[src/include/soc_params.svh]
`ifndef SOC_PARAMS_SVH
`define SOC_PARAMS_SVH

// memory depths in 32-bit words
`define SOC_IMEM_WORDS 256
`define SOC_DMEM_WORDS 256

// register 0 is hardwired to zero
`define SOC_NUM_REGS 8

`define SOC_LED_WIDTH 8

`endif

[src/source/cpuIsaPkg.sv]
`default_nettype none

package cpuIsaPkg;

    // every code not listed here executes as HALT
    typedef enum logic [3:0] {
        ADDI  = 4'h0,
        ADD   = 4'h1,
        SUB   = 4'h2,
        AND   = 4'h3,
        LOAD  = 4'h4,
        STORE = 4'h5,
        BEQZ  = 4'h6,
        JMP   = 4'h7,
        HALT  = 4'h8
    } opcodeT;

    // one instruction word, opcode in the top nibble
    typedef struct packed {
        opcodeT      opcode;
        logic [2:0]  rd;
        logic [2:0]  ra;
        logic [2:0]  rb;
        logic [2:0]  unused;
        logic [15:0] imm;
    } instrT;

endpackage

`default_nettype wire

[src/source/socBusPkg.sv]
`default_nettype none

package socBusPkg;

    typedef logic [31:0] wordT;

    // addresses count words, not bytes
    typedef logic [31:0] addrT;

    // the top address bit picks the region
    localparam int RegionBit = 31;

    typedef enum logic {
        REGION_RAM = 1'b0,
        REGION_LED = 1'b1
    } regionT;

endpackage

`default_nettype wire

[src/source/bootLoader.sv]
`timescale 1ns/1ps
`default_nettype none

module bootLoader
    import cpuIsaPkg::*, socBusPkg::*;
(
    input wire          Clock,
    input wire          rstN,
    input wire          bootValid,
    input wire wordT    bootWord,
    input wire          bootLast,
    output logic        fillWrite,
    output addrT        fillAddr,
    output instrT       fillData,
    output logic        run
);

    // words are only taken while the processor is still held
    assign fillWrite = bootValid && !run;
    assign fillData  = instrT'(bootWord);

    always_ff @(posedge Clock or negedge rstN) begin
        if (!rstN) begin
            fillAddr <= '0;
            run      <= 1'b0;
        end else if (fillWrite) begin
            fillAddr <= fillAddr + 32'd1;
            if (bootLast) begin
                run <= 1'b1;
            end
        end
    end

    noBootAfterRun: assert property (@(posedge Clock) disable iff (!rstN)
        run |-> !bootValid);

endmodule

`default_nettype wire

[config.mk]
export PLATFORM = sky130hd
export DESIGN_NAME = bootLoader
export DESIGN_NICKNAME = d
export VERILOG_FILES = /design/src/include/soc_params.svh /design/src/source/cpuIsaPkg.sv /design/src/source/socBusPkg.sv /design/src/source/bootLoader.sv
export SDC_FILE = /design/constraint.sdc
export NUM_CORES = 1
export LEC_CHECK = 0
export BUFFER_PORTS_ARGS = -buffer_cell sky130_fd_sc_hd__buf_2
export CORE_ASPECT_RATIO = 0.9
export CORE_MARGIN = 4
export CORE_UTILIZATION = 41
export CTS_BUF_LIST = sky130_fd_sc_hd__clkbuf_2 sky130_fd_sc_hd__clkbuf_4 sky130_fd_sc_hd__clkbuf_8
export CTS_CLUSTER_SIZE = 16
export DETAILED_ROUTE_END_ITERATION = 16
export PLACE_DENSITY = 0.81
export SYNTH_ARGS = -nofsm -noshare
export SYNTH_HDL_FRONTEND = slang
export SYNTH_SLANG_ARGS = --single-unit
[constraint.sdc]
create_clock -name Clock -period 1.8 [get_ports Clock]
set_clock_uncertainty 0.1 [all_clocks]
set_input_delay 0.45 -clock Clock [delete_from_list [all_inputs] [get_ports Clock]]
set_output_delay 0.45 -clock Clock [all_outputs]
set_load 0.03 [all_outputs]
==> results.py, run 1 <==
metrics = {
    "outcome": {
        "status": "finished, final reports clean",
    },
    "critical_path": {
        "r2r-end": "fillAddr[31]$_DFFE_PN0N_",
        "end_kind": "flip-flop",
        "reg2reg_slack_ps": 40,
        "path_class": "flip-flop to flip-flop",
        "crit-reg2reg-launch": "fillAddr[20]$_DFFE_PN0N_",
        "start_kind": "flip-flop",
        "path_max_fanout": 3,
        "cp_data_required_time_ps": 1880,
        "r2r_cells": 4,
        "worstPathArrival_ps": 1840,
    },
    "route": {
        "drt_iter0_drc": 42,
        "viasPerCell": 5.01,
        "vias": 1257,
        "firstDrtPassIters": 4,
        "drc": 0,
        "detail-route-antenna-nets": 0,
        "totalWireLength_um": 3480,
        "wl_per_cell_um": 13.9,
    },
    "power": {
        "cellLeakagePower_nw": 1.03,
        "total_power_mw": 1.80,
        "vdd_ir_drop_max_uv": 409,
        "pwr_density_cell_nw_per_um2": 841,
    },
    "place": {
        "dp.cells": 242,
        "globalplace.congestion": 0.789,
        "pre_cts_ws_ps": -31.4,
        "postPlaceCellArea_um2": 1980,
        "io_buffers": 37,
        "hpwl_um": 2570,
    },
    "logic_synthesis": {
        "synth_nets": 204,
        "synth_common_cells": "33 x dfrtp_1, 32 x buf_4, 24 x xnor2_1, 13 x nand4_1, 11 x nand2_1",
        "synthCells": 167,
        "async_flop_share_pct": 100,
        "synth.distinct_cells": 30,
        "synth_edf_count": 0,
        "yosysTopAreaCellShare_pct": 46.8,
        "yosysMostFrequentCell": "dfrtp_1",
        "synth_top_flop_cell": "dfrtp_1",
        "syn_area_um2": 1760,
        "syn_avg_cell_area_um2": 10.6,
        "yosys.area.top_type": "dfrtp_1",
        "synth-seq-cells": 33,
        "yosysWarnings": 0,
        "synth_area_leaders": "dfrtp_1 47%, buf_4 14%, xnor2_1 12%",
        "yosysSeqAreaShare_pct": 46.8,
    },
    "finish": {
        "num-nets-final": 239,
        "area_growth_pct": 21.1,
        "finalNonFillerCells": 251,
        "post-route-util_pct": 51.8,
        "finish.instance_area_um2": 2140,
        "drive_above_1_share_pct": 50.2,
        "antenna_cells": 0,
    },
    "floorplan": {
        "die_area_um2": 5420,
        "initial_core_util_pct": 42.7,
        "core-area_um2": 4130,
        "num_rows": 22,
        "ioPinCount": 102,
        "die_w_um": 77.1,
        "fp.dieH_um": 70.2,
    },
    "hold_path": {
        "hold_path.class": "input pin to asynchronous set/reset pin",
    },
    "sta": {
        "slew_headroom_pct": 73.0,
        "hold_slack_ps": 70.4,
        "rsz0062_at_grt": "yes",
        "hold_violations": 0,
        "finalCriticalPeriod_ps": 1760,
        "setup_viol": 0,
        "fmax_mhz": 569,
        "fin_ws_ps": 42.9,
        "worst_pin_slew_ps": 405,
        "tns_ps": 0,
        "drv_slew": 0,
        "timing.final.crit_share_pct": 97.6,
    },
    "global_route": {
        "grt_pass1_wl_um": 5840,
        "grt_max_degree": 34,
        "grt_pass1_vias": 1269,
        "antenna_found_initial": 0,
        "grt.overflow.total": 0,
        "track_usage_pct": 13.9,
    },
    "clock_network": {
        "cts-buffers-inserted": 5,
        "cts-root-buf": "clkbuf_8",
        "path_clk_slew_ps": 70,
        "cts_tree": "built",
        "cts_buffer_depth": 2,
        "worstSkewPairLatency_ps": 290,
        "h-tree-depth": 2,
        "numClockSinks": 33,
    },
    "run": {
        "drv_cap": 0,
    },
}
-- layout by cell type (no fill, tap or decap), types with 2 or more instances in the layout --
| cell | netlist | routed |
|---|---|---|
| buf_4 | 32 | 27 |
| nand2_1 | 11 | 10 |
| clkbuf_8 | 0 | 5 |
| or3_4 | 1 | 2 |
| dfrtp_1 | 33 | 14 |
| xnor2_1 | 24 | 24 |
| and3_1 | 3 | 3 |
| xor2_1 | 6 | 6 |
| nand3_1 | 8 | 8 |
| buf_2 | 1 | 36 |
| and2_1 | 2 | 2 |
| nor2_1 | 5 | 5 |
| bufinv_16 | 0 | 2 |
| inv_1 | 2 | 2 |
| nand4_1 | 13 | 13 |
| and4_1 | 2 | 2 |
| nor3_1 | 7 | 7 |
| nor4_2 | 1 | 2 |
| dfrtp_2 | 0 | 19 |
-- cell families (layout without fill, tap and decap cells) --
group           Yosys count  count (layout)  synth area share (%)
simple gates             62              62                  20.6
buf+inv                  38              74                  15.0
flops                    33              33                  46.8
xor+xnor                 31              31                  15.8
fa+ha+maj                 1               1                 0.709
compound gates            1               1                 0.426
mux                       1               1                 0.638
-- worst max-delay path by stage --
stage / from / end / slack [ps] / cells after the start
6_report: fillAddr[20]$_DFFE_PN0N_ / fillAddr[31]$_DFFE_PN0N_ / 40 / 4
3_3_place_gp: bootValid / fillAddr[31]$_DFFE_PN0N_ / -20 / 5
2_1_floorplan: fillAddr[9]$_DFFE_PN0N_ / fillAddr[31]$_DFFE_PN0N_ / -70 / 4
5_1_grt: fillAddr[11]$_DFFE_PN0N_ / fillAddr[30]$_DFFE_PN0N_ / -30 / 6
3_5_place_dp: bootValid / fillAddr[31]$_DFFE_PN0N_ / -30 / 5
4_1_cts: fillAddr[22]$_DFFE_PN0N_ / fillAddr[31]$_DFFE_PN0N_ / 10 / 4
-- metal layers --
| metal | global-route usage, % | wire length [µm] |
|---|---|---|
| met5 | 0 | 0 |
| met4 | 10.1 | 123 |
| met1 | 16.7 | 1550 |
| met3 | 4.25 | 188 |
| met2 | 20.8 | 1620 |
-- registers in the layout, indices dropped and copies added, names as in the netlist --
register / flops
run: 1
fillAddr: 32
-- where the power goes --
part	switching [mW]	internal [mW]	leakage (nW)	total (mW)
Clock	0.279	0.550	0.0681	0.829
Sequential	0.0367	0.776	0.412	0.813
Combinational	0.103	0.0522	0.550	0.155
Total	0.419	1.38	1.03	1.80
-- critical path, cell delays in order (launching register included) --
cell and delay [ps]:
dfrtp_2 380, nand2_1 100, or3_4 400, or4b_4 540
xnor2_2 140
-- timing repair --
| action | 4_1_cts | 5_1_grt |
|---|---|---|
| resized for setup | 2 | 2 |
| cloned | 0 | 0 |
| hold buffers | 0 | 0 |
| pin swaps | 0 | 2 |
| setup buffers | 0 | 1 |
| setup endpoints to repair | 1 | 3 |
-- area by class of cell --
cell class | instances | area (µm²)
fillers | 379 | 1990
well taps | 48 | 60.1
clock inverters | 3 | 65.1
flip-flops and latches | 33 | 850
multi-input cells | 96 | 699
repair buffers | 63 | 383
clock buffers | 5 | 68.8
inverters | 3 | 11.3
No activity file was read; power rests on OpenSTA's default activity.
==> run 2: changes to the inputs <==
- PLACE_DENSITY: 0.81 -> 0.79
==> run 2 against run 1 <==
  * Core utilization stayed put
  * Worst setup slack worse by 22 ps
  * Global-route usage is 0.37 points higher
  * Clock-buffer cell count is 2 higher
  * Fmax is 1.2% lower
  * Total power is 5.3% lower
  * Critical endpoint unchanged
  * Non-clock buffer count is 1 higher
  * Largest cell class unchanged
  * Hold slack better by 210 ps
  * Final cell count is 0.40% higher
  * Flip-flop and latch count stayed put
  * Cell area stayed put
  * Register-to-register slack worse by 20 ps
==> results.py, run 2 (same netlist as run 1, synthesis figures left out) <==
metrics = {
    "power": {
        "cellLeakagePower_nw": 1.03,
        "pwr_density_cell_nw_per_um2": 797,
        "vdd_ir_drop_max_uv": 313,
        "total_power_mw": 1.70,
    },
    "finish": {
        "num-nets-final": 240,
        "finish.instance_area_um2": 2140,
        "top_register": "fillAddr",
        "reg.largest.list": "fillAddr x32, run x1",
        "antenna_cells": 0,
        "area_growth_pct": 21.1,
        "fillers": 371,
        "layout_common_cells": "36 x buf_2, 26 x buf_4, 24 x xnor2_1, 19 x dfrtp_2, 14 x dfrtp_1",
        "final_common_cell": "buf_2",
        "largest_register_ffs": 32,
        "drive_above_1_share_pct": 49.0,
    },
    "clock_network": {
        "cts_tree": "built",
        "h-tree-depth": 2,
        "cts-root-buf": "clkbuf_8",
        "path_clk_slew_ps": 70,
        "numClockSinks": 33,
        "cts-buffers-inserted": 5,
        "worstSkewPairLatency_ps": 280,
        "cts_buffer_depth": 2,
    },
    "place": {
        "hpwl_um": 2670,
        "io_buffers": 37,
        "postPlaceCellArea_um2": 1990,
        "globalplace.congestion": 0.842,
    },
    "floorplan": {
        "fp.dieH_um": 70.2,
        "num_rows": 22,
        "core-area_um2": 4130,
        "ioPinCount": 102,
        "die_w_um": 77.1,
        "initial_core_util_pct": 42.7,
        "die_area_um2": 5420,
    },
    "sta": {
        "setup_viol": 0,
        "hold_violations": 0,
        "slew_headroom_pct": 73.8,
        "finalCriticalPeriod_ps": 1780,
        "timing.final.crit_share_pct": 98.8,
        "worst_pin_slew_ps": 394,
        "hold_slack_ps": 277,
        "rsz0062_at_grt": "yes",
        "drv_slew": 0,
        "fmax_mhz": 562,
    },
    "critical_path": {
        "start_kind": "flip-flop",
        "reg2reg_slack_ps": 20,
        "path_class": "flip-flop to flip-flop",
        "worstPathArrival_ps": 1850,
        "end_kind": "flip-flop",
        "path_max_fanout": 3,
        "cp_data_required_time_ps": 1870,
    },
    "global_route": {
        "grt.overflow.total": 0,
        "antenna_found_initial": 0,
        "grt_pass1_wl_um": 6140,
        "grt_pass1_vias": 1281,
        "track_usage_pct": 14.2,
        "grt_max_degree": 19,
    },
    "route": {
        "top_layer": "met4",
        "vias": 1254,
        "viasPerCell": 4.98,
        "totalWireLength_um": 3650,
        "wl_met2_um": 1710,
        "firstDrtPassIters": 4,
        "drc": 0,
        "wl_per_cell_um": 14.5,
        "drt_iter0_drc": 74,
        "detail-route-antenna-nets": 0,
        "wl_met1_um": 1640,
        "route.met3.wl_um": 229,
    },
    "run": {
        "drv_cap": 0,
    },
    "outcome": {
        "status": "finished, final reports clean",
    },
    "hold_path": {
        "hold_path.class": "input pin to flip-flop",
    },
}
## run 2: cell types whose count changed in the layout (fill, tap and decap cells not counted), sizes merged
cell / delta
bufinv: -1
clkbuf: +2
clkinv: -1
dlygate4sd3: +1
## run 2: what timing repair did
item	CTS	global route
endpoints found under the setup margin	1	1
pin swaps	0	1
hold endpoints to repair	14	0
buffers inserted	0	2
gates resized for setup	2	0
hold buffers	1	0
## run 2: per-layer routing
metal  up-vias  global-route usage, %
li1        608                      -
met3         9                   4.12
met2        32                   20.9
met4         0                   8.30
met5         -                      0
met1       605                   18.6
## run 2: layout make-up
| type | instances | area [µm²] | area share (%) |
|---|---|---|---|
| clock buffer | 7 | 90.1 | 4.22 |
| sequential | 33 | 850 | 39.8 |
| multi-input combinational | 96 | 691 | 32.3 |
| clock inverter | 1 | 30.0 | 1.41 |
| tap | 48 | 60.1 | 2.81 |
| timing repair buffer | 64 | 405 | 19.0 |
| inverter | 3 | 11.3 | 0.527 |
## run 2: final timing paths
check	startpoint	to	depth (start not counted)
worst min-delay path	bootLast	run$_DFFE_PN0P_	2
worst max-delay path	fillAddr[11]$_DFFE_PN0N_	fillAddr[31]$_DFFE_PN0N_	4
worst max register to register	fillAddr[11]$_DFFE_PN0N_	fillAddr[31]$_DFFE_PN0N_	4
max in group asynchronous	rstN	fillAddr[7]$_DFFE_PN0N_	3
min in group asynchronous	rstN	fillAddr[2]$_DFFE_PN0N_	2
worst min register to register	fillAddr[22]$_DFFE_PN0N_	fillAddr[22]$_DFFE_PN0N_	1
## run 2: where the power goes
group          internal, mW  leakage (nW)  switching (mW)
clock network         0.466        0.0619           0.264
logic                0.0556         0.557           0.105
registers             0.776         0.412          0.0352
## run 2: worst max-delay path: stages (launching register included)
cell and delay [ps]:
dfrtp_2 400, nand4_4 120, or3_4 400, or4b_4 500, xnor2_2 140
## run 2: metrics by stage
stage                     setup WS [ps]  TNS, ps  cells  util [%]
after floorplan                   -74.5    -74.5    167         -
after global placement            -17.7    -17.7    241      48.1
after global routing              -14.4    -14.4    252      51.8
after CTS                          6.89        0    250      51.4
after detailed placement          -51.4    -51.4    241      48.1
final                              21.1        0    252      51.8
==> run 3: changes to the inputs <==
- CORE_UTILIZATION: 41 -> 44
- PLACE_DENSITY: 0.79 -> 0.8
- clock period: 1.8 -> 1.7 ns (I/O delays scaled with it)
==> run 3 against run 2 <==
  * The run now ends with negative setup slack left
  * Total power is 5.0% lower
  * Hold slack worse by 220 ps
  * Clock-buffer cell count is 1 lower
  * Largest power group unchanged
==> results.py, run 3 (same netlist as run 1, synthesis figures left out) <==
metrics = {
    "floorplan": {
        "die_w_um": 74.7,
        "ioPinCount": 102,
        "fp.dieH_um": 68.1,
        "die_area_um2": 5090,
        "num_rows": 21,
        "initial_core_util_pct": 46.6,
        "core-area_um2": 3780,
    },
    "finish": {
        "antenna_cells": 0,
        "post-route-util_pct": 62.6,
        "num-nets-final": 264,
        "drive_above_1_share_pct": 58.8,
        "top_register": "fillAddr",
        "reg.largest.list": "fillAddr x32, run x1",
        "largest_register_ffs": 32,
        "area_growth_pct": 34.3,
        "layout_common_cells": "43 x buf_4, 36 x buf_2, 24 x xnor2_1, 19 x dfrtp_2, 14 x dfrtp_1",
        "final_common_cell": "buf_4",
    },
    "clock_network": {
        "path_clk_slew_ps": 70,
        "ctsHoldBuffers": 0,
        "worstSkewPairLatency_ps": 290,
        "cts_buffer_depth": 2,
        "cts-root-buf": "clkbuf_8",
        "h-tree-depth": 2,
        "numClockSinks": 33,
        "cts_tree": "built",
        "cts-buffers-inserted": 5,
    },
    "sta": {
        "hold_slack_ps": 60.6,
        "fmax_mhz": 556,
        "worst_pin_slew_ps": 418,
        "drv_slew": 0,
        "fin_ws_ps": -98.7,
        "rsz0062_at_grt": "yes",
        "slew_headroom_pct": 72.2,
        "hold_violations": 0,
        "setup_viol": 14,
        "finalCriticalPeriod_ps": 1800,
        "timing.final.crit_share_pct": 106,
    },
    "route": {
        "viasPerCell": 5.12,
        "drc": 0,
        "detail-route-antenna-nets": 0,
        "firstDrtPassIters": 4,
        "vias": 1404,
        "wl_per_cell_um": 16.0,
        "totalWireLength_um": 4380,
        "drt_iter0_drc": 123,
    },
    "place": {
        "globalplace.congestion": 0.761,
        "io_buffers": 37,
        "pre_cts_ws_ps": -78.5,
        "hpwl_um": 2900,
    },
    "power": {
        "p_int_mw": 1.18,
        "power_frac_clock_pct": 36.4,
        "cellLeakagePower_nw": 1.17,
        "p_comb_share_pct": 10.3,
        "vdd_ir_drop_max_uv": 548,
        "switching_share_pct": 27.2,
        "p_seq_share_pct": 53.2,
        "pwr_density_cell_nw_per_um2": 683,
        "p_sw_mw": 0.441,
    },
    "critical_path": {
        "start_kind": "flip-flop",
        "cp_data_required_time_ps": 1780,
        "end_kind": "flip-flop",
        "r2r_cells": 6,
        "reg2reg_slack_ps": -100,
        "crit-reg2reg-launch": "fillAddr[4]$_DFFE_PN0N_",
        "path_max_fanout": 7,
        "worstPathArrival_ps": 1880,
        "r2r-end": "fillAddr[28]$_DFFE_PN0N_",
        "path_class": "flip-flop to flip-flop",
    },
    "global_route": {
        "grt_pass1_vias": 1394,
        "grt_max_degree": 34,
        "grt.overflow.total": 0,
        "grt_pass1_wl_um": 6440,
        "antenna_found_initial": 0,
        "track_usage_pct": 17.0,
    },
    "outcome": {
        "status": "finished with violations",
        "violations": "negative setup slack",
    },
    "hold_path": {
        "hold_path.class": "input pin to asynchronous set/reset pin",
    },
    "run": {
        "drv_cap": 0,
    },
}
run 3: changes by cell type in the layout (fill, tap and decap cells not counted), sizes merged:
cell / before / now
clkbuf: 7 / 6
bufinv: 1 / 0
clkinv: 0 / 2
dlygate4sd3: 1 / 0
buf: 63 / 88
run 3: timing repair:
action / 4_1_cts / 5_1_grt
endpoints found under the setup margin: 3 / 20
pin swaps: 0 / 9
gates cloned: 0 / 1
setup buffers: 0 / 5
resized for setup: 3 / 26
run 3: worst max-delay path, stage by stage (launching register included):
cell     delay [ps]
dfrtp_2         380
buf_6           110
nand4_1         270
nor4_4          350
buf_6           190
nand4_1         150
xnor2_1         160
run 3: worst max-delay path by stage:
stage                                   startpoint                        to  depth (start not counted)
after floorplan            fillAddr[9]$_DFFE_PN0N_  fillAddr[31]$_DFFE_PN0N_                          4
after global placement                   bootValid  fillAddr[31]$_DFFE_PN0N_                          5
after detailed placement                 bootValid  fillAddr[31]$_DFFE_PN0N_                          5
after CTS                 fillAddr[11]$_DFFE_PN0N_  fillAddr[31]$_DFFE_PN0N_                          4
after global routing       fillAddr[4]$_DFFE_PN0N_  fillAddr[29]$_DFFE_PN0N_                          6
final                      fillAddr[4]$_DFFE_PN0N_  fillAddr[28]$_DFFE_PN0N_                          6
run 3: metrics by stage:
step                      std cells  power (mW)  TNS, ps  cell area, µm²
after floorplan                 167        1.11     -515            1800
after global routing            274        1.70    -1440            2370
after global placement          260        1.04    -60.9            2130
final                           274        1.62     -664            2370
after CTS                       268        1.62    -32.9            2230
after detailed placement        260        1.04    -95.6            2130
run 3: layout make-up:
class | instances | area [µm²]
fillers | 299 | 1420
flip-flops and latches | 33 | 850
multi-input cells | 96 | 759
repair buffers | 88 | 604
clock buffers | 6 | 76.3
well taps | 46 | 57.6
inverters | 3 | 11.3
clock inverters | 2 | 10.0
run 3: per-layer routing:
layer	vias to the layer above	track usage (%)	routed length (µm)
met2	48	28.5	2280
met4	0	6.22	109
met5	-	0	0
met3	10	5.43	249
met1	692	20.4	1740
li1	654	-	-
run 3: power by group through the flow:
| stage | sequential (mW) | clock [mW] | combinational [mW] |
|---|---|---|---|
| 2_1_floorplan | 0.935 | 0 | 0.177 |
| 3_3_place_gp | 0.875 | 0 | 0.164 |
| 3_5_place_dp | 0.874 | 0 | 0.169 |
| 4_1_cts | 0.859 | 0.594 | 0.170 |
| 5_1_grt | 0.870 | 0.646 | 0.186 |
| 6_report | 0.862 | 0.589 | 0.167 |
