### src/include/soc_params.svh
`ifndef SOC_PARAMS_SVH
`define SOC_PARAMS_SVH

// memory depths in 32-bit words
`define SOC_IMEM_WORDS 256
`define SOC_DMEM_WORDS 256

// register 0 is hardwired to zero
`define SOC_NUM_REGS 8

`define SOC_LED_WIDTH 8

`endif

### src/source/socBusPkg.sv
`default_nettype none

package socBusPkg;

    typedef logic [31:0] wordT;

    // addresses count words, not bytes
    typedef logic [31:0] addrT;

    // the top address bit picks the region
    localparam int RegionBit = 31;

    typedef enum logic {
        REGION_RAM = 1'b0,
        REGION_LED = 1'b1
    } regionT;

endpackage

`default_nettype wire

### src/source/memBus.sv
`timescale 1ns/1ps
`default_nettype none

interface memBus
    import socBusPkg::*;
#(
    parameter type payloadT = wordT
) ();

    logic    read;
    logic    write;
    addrT    addr;
    payloadT wdata;
    payloadT rdata;
    // one-cycle pulse, rdata is valid in the same cycle
    logic    ready;

    modport requester (output read, write, addr, wdata, input rdata, ready);

    modport responder (input read, write, addr, wdata, output rdata, ready);

endinterface

`default_nettype wire

### src/source/peripheralDecoder.sv
`timescale 1ns/1ps
`default_nettype none
`include "soc_params.svh"

module peripheralDecoder
    import socBusPkg::*;
(
    input wire                          Clock,
    input wire                          rstN,
    memBus.responder                    cpu,
    memBus.requester                    ram,
    output logic [`SOC_LED_WIDTH-1:0]   led
);

    regionT                     region;
    logic                       ledSel;
    logic                       ledReady;
    logic [`SOC_LED_WIDTH-1:0]  ledReg;

    assign region = regionT'(cpu.addr[RegionBit]);
    assign ledSel = (cpu.read || cpu.write) && region == REGION_LED;

    // RAM accesses pass through untouched apart from the region bit
    assign ram.read  = cpu.read && region == REGION_RAM;
    assign ram.write = cpu.write && region == REGION_RAM;
    assign ram.addr  = {1'b0, cpu.addr[RegionBit-1:0]};
    assign ram.wdata = cpu.wdata;

    assign cpu.ready = (region == REGION_LED) ? ledReady : ram.ready;
    assign cpu.rdata = (region == REGION_LED)
                     ? {{($bits(wordT) - `SOC_LED_WIDTH){1'b0}}, ledReg}
                     : ram.rdata;

    assign led = ledReg;

    always_ff @(posedge Clock or negedge rstN) begin
        if (!rstN) begin
            ledReady <= 1'b0;
            ledReg   <= '0;
        end else begin
            ledReady <= ledSel && !ledReady;
            if (ledSel && cpu.write && !ledReady) begin
                ledReg <= cpu.wdata[`SOC_LED_WIDTH-1:0];
            end
        end
    end

endmodule

`default_nettype wire

### src/flat_wrapper.sv
// flat-port wrapper written by rule: the top's interface ports become plain ports
module peripheralDecoder_flat import socBusPkg::*;
  (Clock, rstN, led, cpu_read, cpu_write, cpu_addr, cpu_wdata, cpu_rdata, cpu_ready, ram_read, ram_write, ram_addr, ram_wdata, ram_rdata, ram_ready);
  memBus cpu_i ();
  memBus ram_i ();
  input wire Clock;
  input wire rstN;
  output logic [`SOC_LED_WIDTH-1:0] led;
  input wire logic [$bits(cpu_i.read)-1:0] cpu_read;
  input wire logic [$bits(cpu_i.write)-1:0] cpu_write;
  input wire logic [$bits(cpu_i.addr)-1:0] cpu_addr;
  input wire logic [$bits(cpu_i.wdata)-1:0] cpu_wdata;
  output wire logic [$bits(cpu_i.rdata)-1:0] cpu_rdata;
  output wire logic [$bits(cpu_i.ready)-1:0] cpu_ready;
  output wire logic [$bits(ram_i.read)-1:0] ram_read;
  output wire logic [$bits(ram_i.write)-1:0] ram_write;
  output wire logic [$bits(ram_i.addr)-1:0] ram_addr;
  output wire logic [$bits(ram_i.wdata)-1:0] ram_wdata;
  input wire logic [$bits(ram_i.rdata)-1:0] ram_rdata;
  input wire logic [$bits(ram_i.ready)-1:0] ram_ready;
  assign cpu_i.read = cpu_read;
  assign cpu_i.write = cpu_write;
  assign cpu_i.addr = cpu_addr;
  assign cpu_i.wdata = cpu_wdata;
  assign cpu_rdata = cpu_i.rdata;
  assign cpu_ready = cpu_i.ready;
  assign ram_read = ram_i.read;
  assign ram_write = ram_i.write;
  assign ram_addr = ram_i.addr;
  assign ram_wdata = ram_i.wdata;
  assign ram_i.rdata = ram_rdata;
  assign ram_i.ready = ram_ready;
  peripheralDecoder u_core (.Clock(Clock), .rstN(rstN), .cpu(cpu_i), .ram(ram_i), .led(led));
endmodule
### config.mk
export PLATFORM = sky130hd
export DESIGN_NAME = peripheralDecoder_flat
export DESIGN_NICKNAME = d
export VERILOG_FILES = /design/src/source/socBusPkg.sv /design/src/source/memBus.sv /design/src/source/peripheralDecoder.sv /design/src/flat_wrapper.sv
export VERILOG_INCLUDE_DIRS = /design/src /design/src/include
export SDC_FILE = /design/constraint.sdc
export NUM_CORES = 1
export LEC_CHECK = 0
export BUFFER_PORTS_ARGS = -buffer_cell sky130_fd_sc_hd__buf_2
export CELL_PAD_IN_SITES_DETAIL_PLACEMENT = 0
export CELL_PAD_IN_SITES_GLOBAL_PLACEMENT = 1
export CORE_AREA = 10 10 75 141
export CTS_CLUSTER_SIZE = 14
export DETAILED_ROUTE_END_ITERATION = 8
export DIE_AREA = 0 0 85 151
export GPL_TIMING_DRIVEN = 0
export PLACE_DENSITY_LB_ADDON = 0.1
export SETUP_SLACK_MARGIN = 0.15
export SLEW_MARGIN = 20
export SYNTH_ARGS = -nofsm -noshare
export SYNTH_HDL_FRONTEND = slang
export SYNTH_SLANG_ARGS = --single-unit
### constraint.sdc
create_clock -name Clock -period 0.9 [get_ports Clock]
set_input_delay 0.09 -clock Clock [delete_from_list [all_inputs] [get_ports Clock]]
set_output_delay 0.09 -clock Clock [all_outputs]
set_load 0.05 [all_outputs]
==> results.ini, run 1 <==
[power_and_ir_drop]
leakage_uw = 0.001605
power_density_nw_per_um2 = 1459
power_uw = 4273
vdd_drop_max_v = 0.0009234

[layout]
fillers = 827
antenna-diode-count = 0
fin_nets = 397
final_cell_mix = 107 x buf_2, 69 x buf_4, 33 x buf_8
syn_to_final_growth_pct = 157.1
layout_commonest_cell = buf_2
finalInstanceArea_um2 = 2928
drive_above_1_share_pct = 97.97
finish.utilization_pct = 35.31

[sta]
slew_violations = 0
fmax_mhz = 865.1
finalCriticalPeriod_ns = 1.156
setup_viol_count_final = 24
grt_setup_unrepaired = true
setup_slack_ns = -0.2559
skew_ns = 0.001782
tns_ns = -4.384
post-route-period-util_pct = 128.4
hold_ws_ns = 0.1086
hold_viol = 0

[worst_hold_path]
holdCritPathClass = in -> reg
min_to = u_core.led[1]$_DFFE_PN0P_
hp-start = cpu_wdata[1]
min_path_cells = 2

[critical_path]
r2r-start = u_core.ledReady$_DFF_PN0_
cp_num_buf_inv = 1
crit_required_ns = 0.81
startpoint_type = flip-flop
crit_family = flip-flops
crit_type = reg -> out
r2r_end = u_core.led[3]$_DFFE_PN0P_
worstRegToRegCells = 2
path_cells = mux2_4 > buf_6
cp_slowest_cell = dfrtp_2
crit_path_max_incr_delay_ns = 0.41
r2r_slack_ns = -0.17
critical_path_arrival_ns = 1.07
crit_path_end_kind = primary output
critPathMaxFanout = 2

[routing]
firstDrtPassIters = 2
remaining_drc_errors = 0
num_vias = 1393
via_per_inst = 3.545
finalWirelength_mm = 6.891
drtIter0Drc = 6
antenna_left = 0
routedWlPerCell_um = 17.53

[synth]
synth_top_area_cell = buf_4
synth_nets = 225
synth-seq-cells = 9
syn_area_um2 = 1139
synthTopCellsByArea = buf_4 43%, dfrtp_1 20%, mux2_2 17%
seq_area_frac_synth_pct = 19.78
synth_cells = 124
yosysTopAreaCellShare_pct = 42.86
synth.avg_cell_area_um2 = 9.182
yosys_warnings = 0
synth_cell_types = 11

[placement]
post_dp_cell_area_um2 = 2225
gp_congestion = 0.6439
portBuffers = 150
dp_hpwl_mm = 5.976

[floorplanning]
rows = 47
core_area_um2 = 8292
die_area_um2 = 12840
die_w_um = 85
start_util_pct = 13.73
io_pins = 208
die_h_um = 151

[grt]
grt_pass1_vias = 1497
grt_pass1_wl_mm = 9.425
grtUsageTotal_pct = 9.529
antenna_found_initial = 0
grt_max_degree = 11
grt_overflow = 0

[job]
maxCapViolCount = 0

[clock_network]
cts_tree = done
clockBufferDepth = 2
cts_root_buf = clkbuf_16
clock_latency_ns = 0.23
clk_pin_slew_worst_paths_ns = 0.04
h-tree-depth = 1
cts_made_buffers = 3
cts.sinks = 9

[status]
violations = setup timing
status = finished, violations left

area by class of cell:
cell class	count	area, µm²	area share [%]
buffer	68	575.6	19.66
clock buffer	4	78.83	2.692
multi-input combinational	47	565.5	19.32
sequential	9	235.2	8.034
tap	98	122.6	4.188
timing repair buffer	167	1350	46.11
Yosys cell counts:
library cell and number:
clkbuf_1 2, buf_4 65, and2b_1 14, conb_1 1, mux2_2 17, nor3b_1 1, nor2b_1 12, nand3b_4 1
buf_6 1, dfrtp_1 9, nor2_1 1
metal layers:
| layer | vias to the layer above | global-route usage [%] | share of wire (%) |
|---|---|---|---|
| met5 | - | 0 | 0 |
| met4 | 0 | 2.483 | 0.87 |
| met3 | 5 | 5.110 | 14 |
| met2 | 109 | 19.65 | 60 |
| met1 | 611 | 7.050 | 25 |
| li1 | 668 | - | - |
worst max path at each step:
| stage | start | to | depth (start not counted) |
|---|---|---|---|
| 6_report | u_core.led[3]$_DFFE_PN0P_ | cpu_rdata[3] | 2 |
| 5_1_grt | u_core.led[4]$_DFFE_PN0P_ | cpu_rdata[4] | 2 |
| 4_1_cts | u_core.led[5]$_DFFE_PN0P_ | cpu_rdata[5] | 2 |
| 3_5_place_dp | u_core.ledReady$_DFF_PN0_ | u_core.led[3]$_DFFE_PN0P_ | 2 |
| 3_3_place_gp | u_core.ledReady$_DFF_PN0_ | u_core.led[6]$_DFFE_PN0P_ | 2 |
| 2_1_floorplan | u_core.ledReady$_DFF_PN0_ | u_core.led[0]$_DFFE_PN0P_ | 2 |
sequential cells by signal, summed over array words and instances, names as in the netlist:
signal	count
u_core.led	8
u_core.ledReady	1
where the power goes:
group / total, µW / switching [µW] / internal, µW
clock network: 787 / 194 / 592
logic: 2930 / 1670 / 1260
registers: 554 / 60.8 / 493
total: 4270 / 1920 / 2350
kinds of logic after synthesis:
| kind of cell | after synthesis | synth area share, % |
|---|---|---|
| mux | 17 | 16.81 |
| flops | 9 | 19.78 |
| buf+inv | 68 | 44.51 |
| simple gates | 29 | 18.57 |
| other cells | 1 | 0.3294 |
per-stage QoR:
step | setup slack, ns | instances
floorplan | -0.06342 | 124
global placement | -0.1888 | 372
detailed placement | -0.1952 | 372
CTS | -0.2597 | 390
global route | -0.2806 | 393
finish | -0.2559 | 393
what timing repair did:
action                                  4_1_cts  5_1_grt
setup buffers                                10        3
hold buffers                                  1        0
endpoints found under the hold margin         9        0
gates resized for setup                     118       18
cloned                                        3        0
pin swaps                                     0        0
endpoints found under the setup margin       51       44
(Power assumes the default switching activity.)
==> run 2, diff against run 1 <==
--- a/config.mk
+++ b/config.mk
@@ -9,10 +9,10 @@
 export BUFFER_PORTS_ARGS = -buffer_cell sky130_fd_sc_hd__buf_2
 export CELL_PAD_IN_SITES_DETAIL_PLACEMENT = 0
 export CELL_PAD_IN_SITES_GLOBAL_PLACEMENT = 1
-export CORE_AREA = 10 10 75 141
+export CORE_AREA = 10 10 73 137
 export CTS_CLUSTER_SIZE = 14
 export DETAILED_ROUTE_END_ITERATION = 8
-export DIE_AREA = 0 0 85 151
+export DIE_AREA = 0 0 83 147
 export GPL_TIMING_DRIVEN = 0
 export PLACE_DENSITY_LB_ADDON = 0.1
 export SETUP_SLACK_MARGIN = 0.15
==> constraint.sdc (replaced) <==
create_clock -name Clock -period 1.3 [get_ports Clock]
set_input_delay 0.13 -clock Clock [delete_from_list [all_inputs] [get_ports Clock]]
set_output_delay 0.13 -clock Clock [all_outputs]
set_load 0.05 [all_outputs]
==> run 2 against run 1 <==
Effect of this change:
- cell count shrank 4.1%
- largest cell class unchanged
- the run now ends clean
- routed wire length shrank 16%
- via count shrank 6.5%
- utilization shrank 6.3 points
- sequential share of layout area grew 2.3 points
- sequential power shrank 32%
- total power shrank 41%
- hold slack gained 0.045 ns
- combinational power shrank 45%
==> results.ini, run 2 (synthesized netlist as in run 1, its figures left out) <==
[status]
status = finished, final reports clean

[critical_path]
worstRegToRegCells = 2
worstSetupEndpoint = cpu_rdata[3]
crit_family = flip-flops
startpoint = u_core.led[3]$_DFFE_PN0P_
crit_cells = 2
crit_type = reg -> out
crit_path_end_kind = primary output
r2r_slack_ns = 0.25
startpoint_type = flip-flop
crit_path_max_incr_delay_ns = 0.41
cp_slowest_cell = dfrtp_2
critical_path_arrival_ns = 1.07
crit_required_ns = 1.17
path_cells = mux2_4 > buf_8
critPathMaxFanout = 3
r2r_end = u_core.led[3]$_DFFE_PN0P_
cp_num_buf_inv = 1
r2r-start = u_core.ledReady$_DFF_PN0_

[clock_network]
h-tree-depth = 1
cts_root_buf = clkbuf_16
cts_made_buffers = 3
clk_pin_slew_worst_paths_ns = 0.04
clock_latency_ns = 0.23
cts.sinks = 9
cts_tree = done
clockBufferDepth = 2

[layout]
multi_input_area_um2 = 457.9
antenna-diode-count = 0
fin_nets = 383
largest_reg_flops = 8
final_cell_mix = 141 x buf_2, 67 x buf_4, 14 x and2b_1
finalInstanceArea_um2 = 2267
regArea_um2 = 235.2
syn_to_final_growth_pct = 99.12
layout_commonest_cell = buf_2
drive_above_1_share_pct = 91.10
fillers = 874

[sta]
post-route-period-util_pct = 92.10
finalCriticalPeriod_ns = 1.197
slew_violations = 0
skew_ns = 0.0006607
setup_viol_count_final = 0
grt_setup_unrepaired = true
fmax_mhz = 835.3
hold_viol = 0
tns_ns = 0

[routing]
remaining_drc_errors = 0
firstDrtPassIters = 4
drtIter0Drc = 14
num_vias = 1303
antenna_left = 0
via_per_inst = 3.456
finalWirelength_mm = 5.786
routedWlPerCell_um = 15.35

[job]
maxCapViolCount = 0

[floorplanning]
rows = 46
die_h_um = 147
io_pins = 208
start_util_pct = 14.55
die_w_um = 83
core_area_um2 = 7828
die_area_um2 = 12200

[grt]
grt_max_degree = 11
antenna_found_initial = 0
met2_usage_pct = 15.53
grtUsageTotal_pct = 8.647
grt-busiest-layer = met2
grt_pass1_wl_mm = 8.590
met1_usage_pct = 8.811
grt_util_met3_pct = 4.430
grt_overflow = 0
grt_pass1_vias = 1459

[placement]
post_dp_cell_area_um2 = 2037
dp_hpwl_mm = 5.262
portBuffers = 150
gp_congestion = 0.7103

[power_and_ir_drop]
leakage_uw = 0.001359
vdd_drop_max_v = 0.0006347
power_density_nw_per_um2 = 1116

[worst_hold_path]
holdCritPathClass = in -> reg

run 2: cell types whose count changed in the layout (fill, tap and decap cells not counted), moves of 5 or more:
cell     change
and2b_1     +14
and2b_4     -14
buf_2       +34
buf_6       -18
buf_8       -24
nor2b_1      +5
nor2b_2      +7
nor2b_4     -12
run 2: area by class of cell:
cell class                 instances  share of cell area [%]
timing repair buffer             153                   38.19
sequential                         9                   10.38
buffer                            68                   22.46
tap                               96                   5.298
clock buffer                       4                   3.477
multi-input combinational         47                   20.20
run 2: stage by stage:
step / cells / setup slack [ns] / hold slack [ns] / total power (µW) / util, %
6_report: 377 / 0.1028 / 0.1534 / 2530 / 28.96
5_1_grt: 377 / 0.07950 / 0.1611 / 2648 / 28.96
4_1_cts: 376 / 0.1011 / 0.1507 / 2557 / 28.87
3_5_place_dp: 370 / 0.08661 / 0.005165 / 1870 / 26.02
3_3_place_gp: 370 / 0.1123 / -0.001051 / 1867 / 26.02
2_1_floorplan: 124 / 0.03191 / -0.1656 / 1535 / -
run 2: worst register-to-register path: stages, from the launching register on:
cell and delay, ns:
dfrtp_1 0.39, nand3b_4 0.24, mux2_2 0.31
run 2: power by group:
group | total (µW) | leakage, µW | internal, µW | switching [µW]
Combinational | 1620 | 0.00122 | 548 | 1070
Sequential | 379 | 0.0000988 | 341 | 37.6
Clock | 531 | 0.0000382 | 409 | 123
run 2: repair_timing:
item                                    in CTS  in global routing
pin swaps                                    0                  0
hold buffers                                 1                  0
setup buffers                                1                  1
endpoints found under the setup margin      23                  9
gates resized for setup                     38                  0
hold endpoints to repair                     9                  0
run 2: routing by layer:
layer	vias to the layer above	wire, µm
met2	96	3127
met3	2	658
met4	0	13
met5	-	0
met1	570	1987
li1	635	-
run 2: worst min-delay path by stage:
| stage | startpoint | end | cells after the start |
|---|---|---|---|
| after floorplan | rstN | u_core.ledReady$_DFF_PN0_ | 0 |
| after global placement | rstN | u_core.ledReady$_DFF_PN0_ | 1 |
| after detailed placement | rstN | u_core.ledReady$_DFF_PN0_ | 1 |
| after CTS | cpu_wdata[2] | u_core.led[2]$_DFFE_PN0P_ | 2 |
| after global routing | cpu_wdata[3] | u_core.led[3]$_DFFE_PN0P_ | 2 |
| final | cpu_wdata[2] | u_core.led[2]$_DFFE_PN0P_ | 2 |
==> run 3, diff against run 2 <==
--- a/config.mk
+++ b/config.mk
@@ -9,10 +9,10 @@
 export BUFFER_PORTS_ARGS = -buffer_cell sky130_fd_sc_hd__buf_2
 export CELL_PAD_IN_SITES_DETAIL_PLACEMENT = 0
 export CELL_PAD_IN_SITES_GLOBAL_PLACEMENT = 1
-export CORE_AREA = 10 10 73 137
+export CORE_AREA = 10 10 75 141
 export CTS_CLUSTER_SIZE = 14
 export DETAILED_ROUTE_END_ITERATION = 8
-export DIE_AREA = 0 0 83 147
+export DIE_AREA = 0 0 85 151
 export GPL_TIMING_DRIVEN = 0
 export PLACE_DENSITY_LB_ADDON = 0.1
 export SETUP_SLACK_MARGIN = 0.15
==> constraint.sdc (replaced) <==
create_clock -name Clock -period 1 [get_ports Clock]
set_input_delay 0.1 -clock Clock [delete_from_list [all_inputs] [get_ports Clock]]
set_output_delay 0.1 -clock Clock [all_outputs]
set_load 0.05 [all_outputs]
==> run 3 against run 2 <==
Effect of this change:
- highest routed layer unchanged
- sequential power grew 32%
- count of clock-buffer cells in the layout stayed put
- largest cell class unchanged
- routed wire length increased by 15%
- the run now ends with setup timing left
- global-route usage up 0.52 points
- critical path type unchanged
==> results.ini, run 3 (synthesized netlist as in run 1, its figures left out) <==
[status]
status = finished, violations left
violations = setup timing

[sta]
setup_viol_count_final = 23
fmax_mhz = 853.4
grt_setup_unrepaired = true
setup_slack_ns = -0.1718
finalCriticalPeriod_ns = 1.172
slew_violations = 0
post-route-period-util_pct = 117.2
hold_viol = 0
skew_ns = 0.0003001

[power_and_ir_drop]
leakage_uw = 0.001563
vdd_drop_max_v = 0.0005868
power_density_nw_per_um2 = 1343

[clock_network]
clock_latency_ns = 0.23
cts.sinks = 9
cts_tree = done
cts_made_buffers = 3
clockBufferDepth = 2
h-tree-depth = 1
cts_root_buf = clkbuf_16
clk_pin_slew_worst_paths_ns = 0.04

[critical_path]
crit_required_ns = 0.90
crit_path_max_incr_delay_ns = 0.42
crit_path_end_kind = primary output
cp_num_buf_inv = 1
critPathMaxFanout = 3
startpoint_type = flip-flop
cp_slowest_cell = dfrtp_2
crit_type = reg -> out
crit_family = flip-flops
critical_path_arrival_ns = 1.07
path_cells = mux2_4 > buf_8

[grt]
grt_max_degree = 11
grtUsageTotal_pct = 9.168
antenna_found_initial = 0
grt_overflow = 0
grt_pass1_wl_mm = 9.232
grt_pass1_vias = 1543

[layout]
layout_commonest_cell = buf_2
antenna-diode-count = 0
fin_nets = 398
largest_reg_flops = 8
final_cell_mix = 107 x buf_2, 74 x buf_4, 33 x buf_8
syn_to_final_growth_pct = 149.7
finish.utilization_pct = 34.28
drive_above_1_share_pct = 97.97
final_cell_count_no_fill = 394

[floorplanning]
die_area_um2 = 12840
core_area_um2 = 8292
io_pins = 208
die_w_um = 85
rows = 47
start_util_pct = 13.73
die_h_um = 151

[routing]
drtIter0Drc = 14
num_vias = 1398
via_per_inst = 3.548
routedWlPerCell_um = 16.89
antenna_left = 0
remaining_drc_errors = 0
finalWirelength_mm = 6.653
firstDrtPassIters = 4

[placement]
dpl_worst_slack_ns = -0.1663
gp_congestion = 0.6632
portBuffers = 150
dp_cells = 372
dp_hpwl_mm = 5.839

[worst_hold_path]
holdCritPathClass = in -> reg

[job]
maxCapViolCount = 0

run 3: cell count changes in the layout (fill, tap and decap cells not counted), moves of 6 or more:
cell	change
buf_2	-34
buf_8	+24
buf_6	+17
and2b_1	-14
and2b_4	+13
buf_4	+7
nor2b_4	+6
run 3: path summary, 6_finish.rpt:
check	startpoint	endpoint	slack, ns	depth (start not counted)
setup / recovery	u_core.led[4]$_DFFE_PN0P_	cpu_rdata[4]	-0.17	2
hold / removal	cpu_wdata[0]	u_core.led[0]$_DFFE_PN0P_	0.12	2
setup reg to reg	u_core.ledReady$_DFF_PN0_	u_core.led[3]$_DFFE_PN0P_	-0.06	2
hold reg to reg	u_core.ledReady$_DFF_PN0_	u_core.ledReady$_DFF_PN0_	0.47	1
max in group asynchronous	rstN	u_core.led[6]$_DFFE_PN0P_	0.50	2
min in group asynchronous	rstN	u_core.led[4]$_DFFE_PN0P_	0.29	2
run 3: layer usage:
metal	up-vias	global-route usage [%]	wire [µm]
met5	-	0	0
met4	0	2.483	47
met3	2	5.379	1039
li1	669	-	-
met1	599	7.050	1760
met2	128	18.22	3806
run 3: report_power, final:
group	internal, µW	leakage (µW)	total (µW)	switching, µW
combinational	1120	0.00143	2610	1490
clock	533	0.0000382	705	172
sequential	444	0.0000988	502	58.2
run 3: final cells by class:
type | count | area, µm²
fill | 884 | 5449
timing repair buffer | 169 | 1338
multi-input combinational | 47 | 534.3
buffer | 67 | 534.3
sequential | 9 | 235.2
tap | 98 | 122.6
clock buffer | 4 | 78.83
run 3: what timing repair did:
item / in CTS / in global routing
setup buffers: 11 / 5
pin swaps: 0 / 0
endpoints found under the setup margin: 51 / 51
gates resized for setup: 131 / 12
endpoints found under the hold margin: 9 / 0
hold buffers: 1 / 0
cloned: 2 / 0
run 3: per-stage QoR:
step | TNS, ns | hold WS, ns | total power, µW | cell area, µm²
4_1_cts | -2.279 | 0.1171 | 3794 | 2790
2_1_floorplan | 0 | -0.1956 | 2071 | 1257
5_1_grt | -3.052 | 0.1186 | 3978 | 2843
3_5_place_dp | -1.999 | -0.01999 | 2526 | 2131
6_report | -2.328 | 0.1180 | 3818 | 2843
3_3_place_gp | -2.079 | -0.02337 | 2527 | 2131
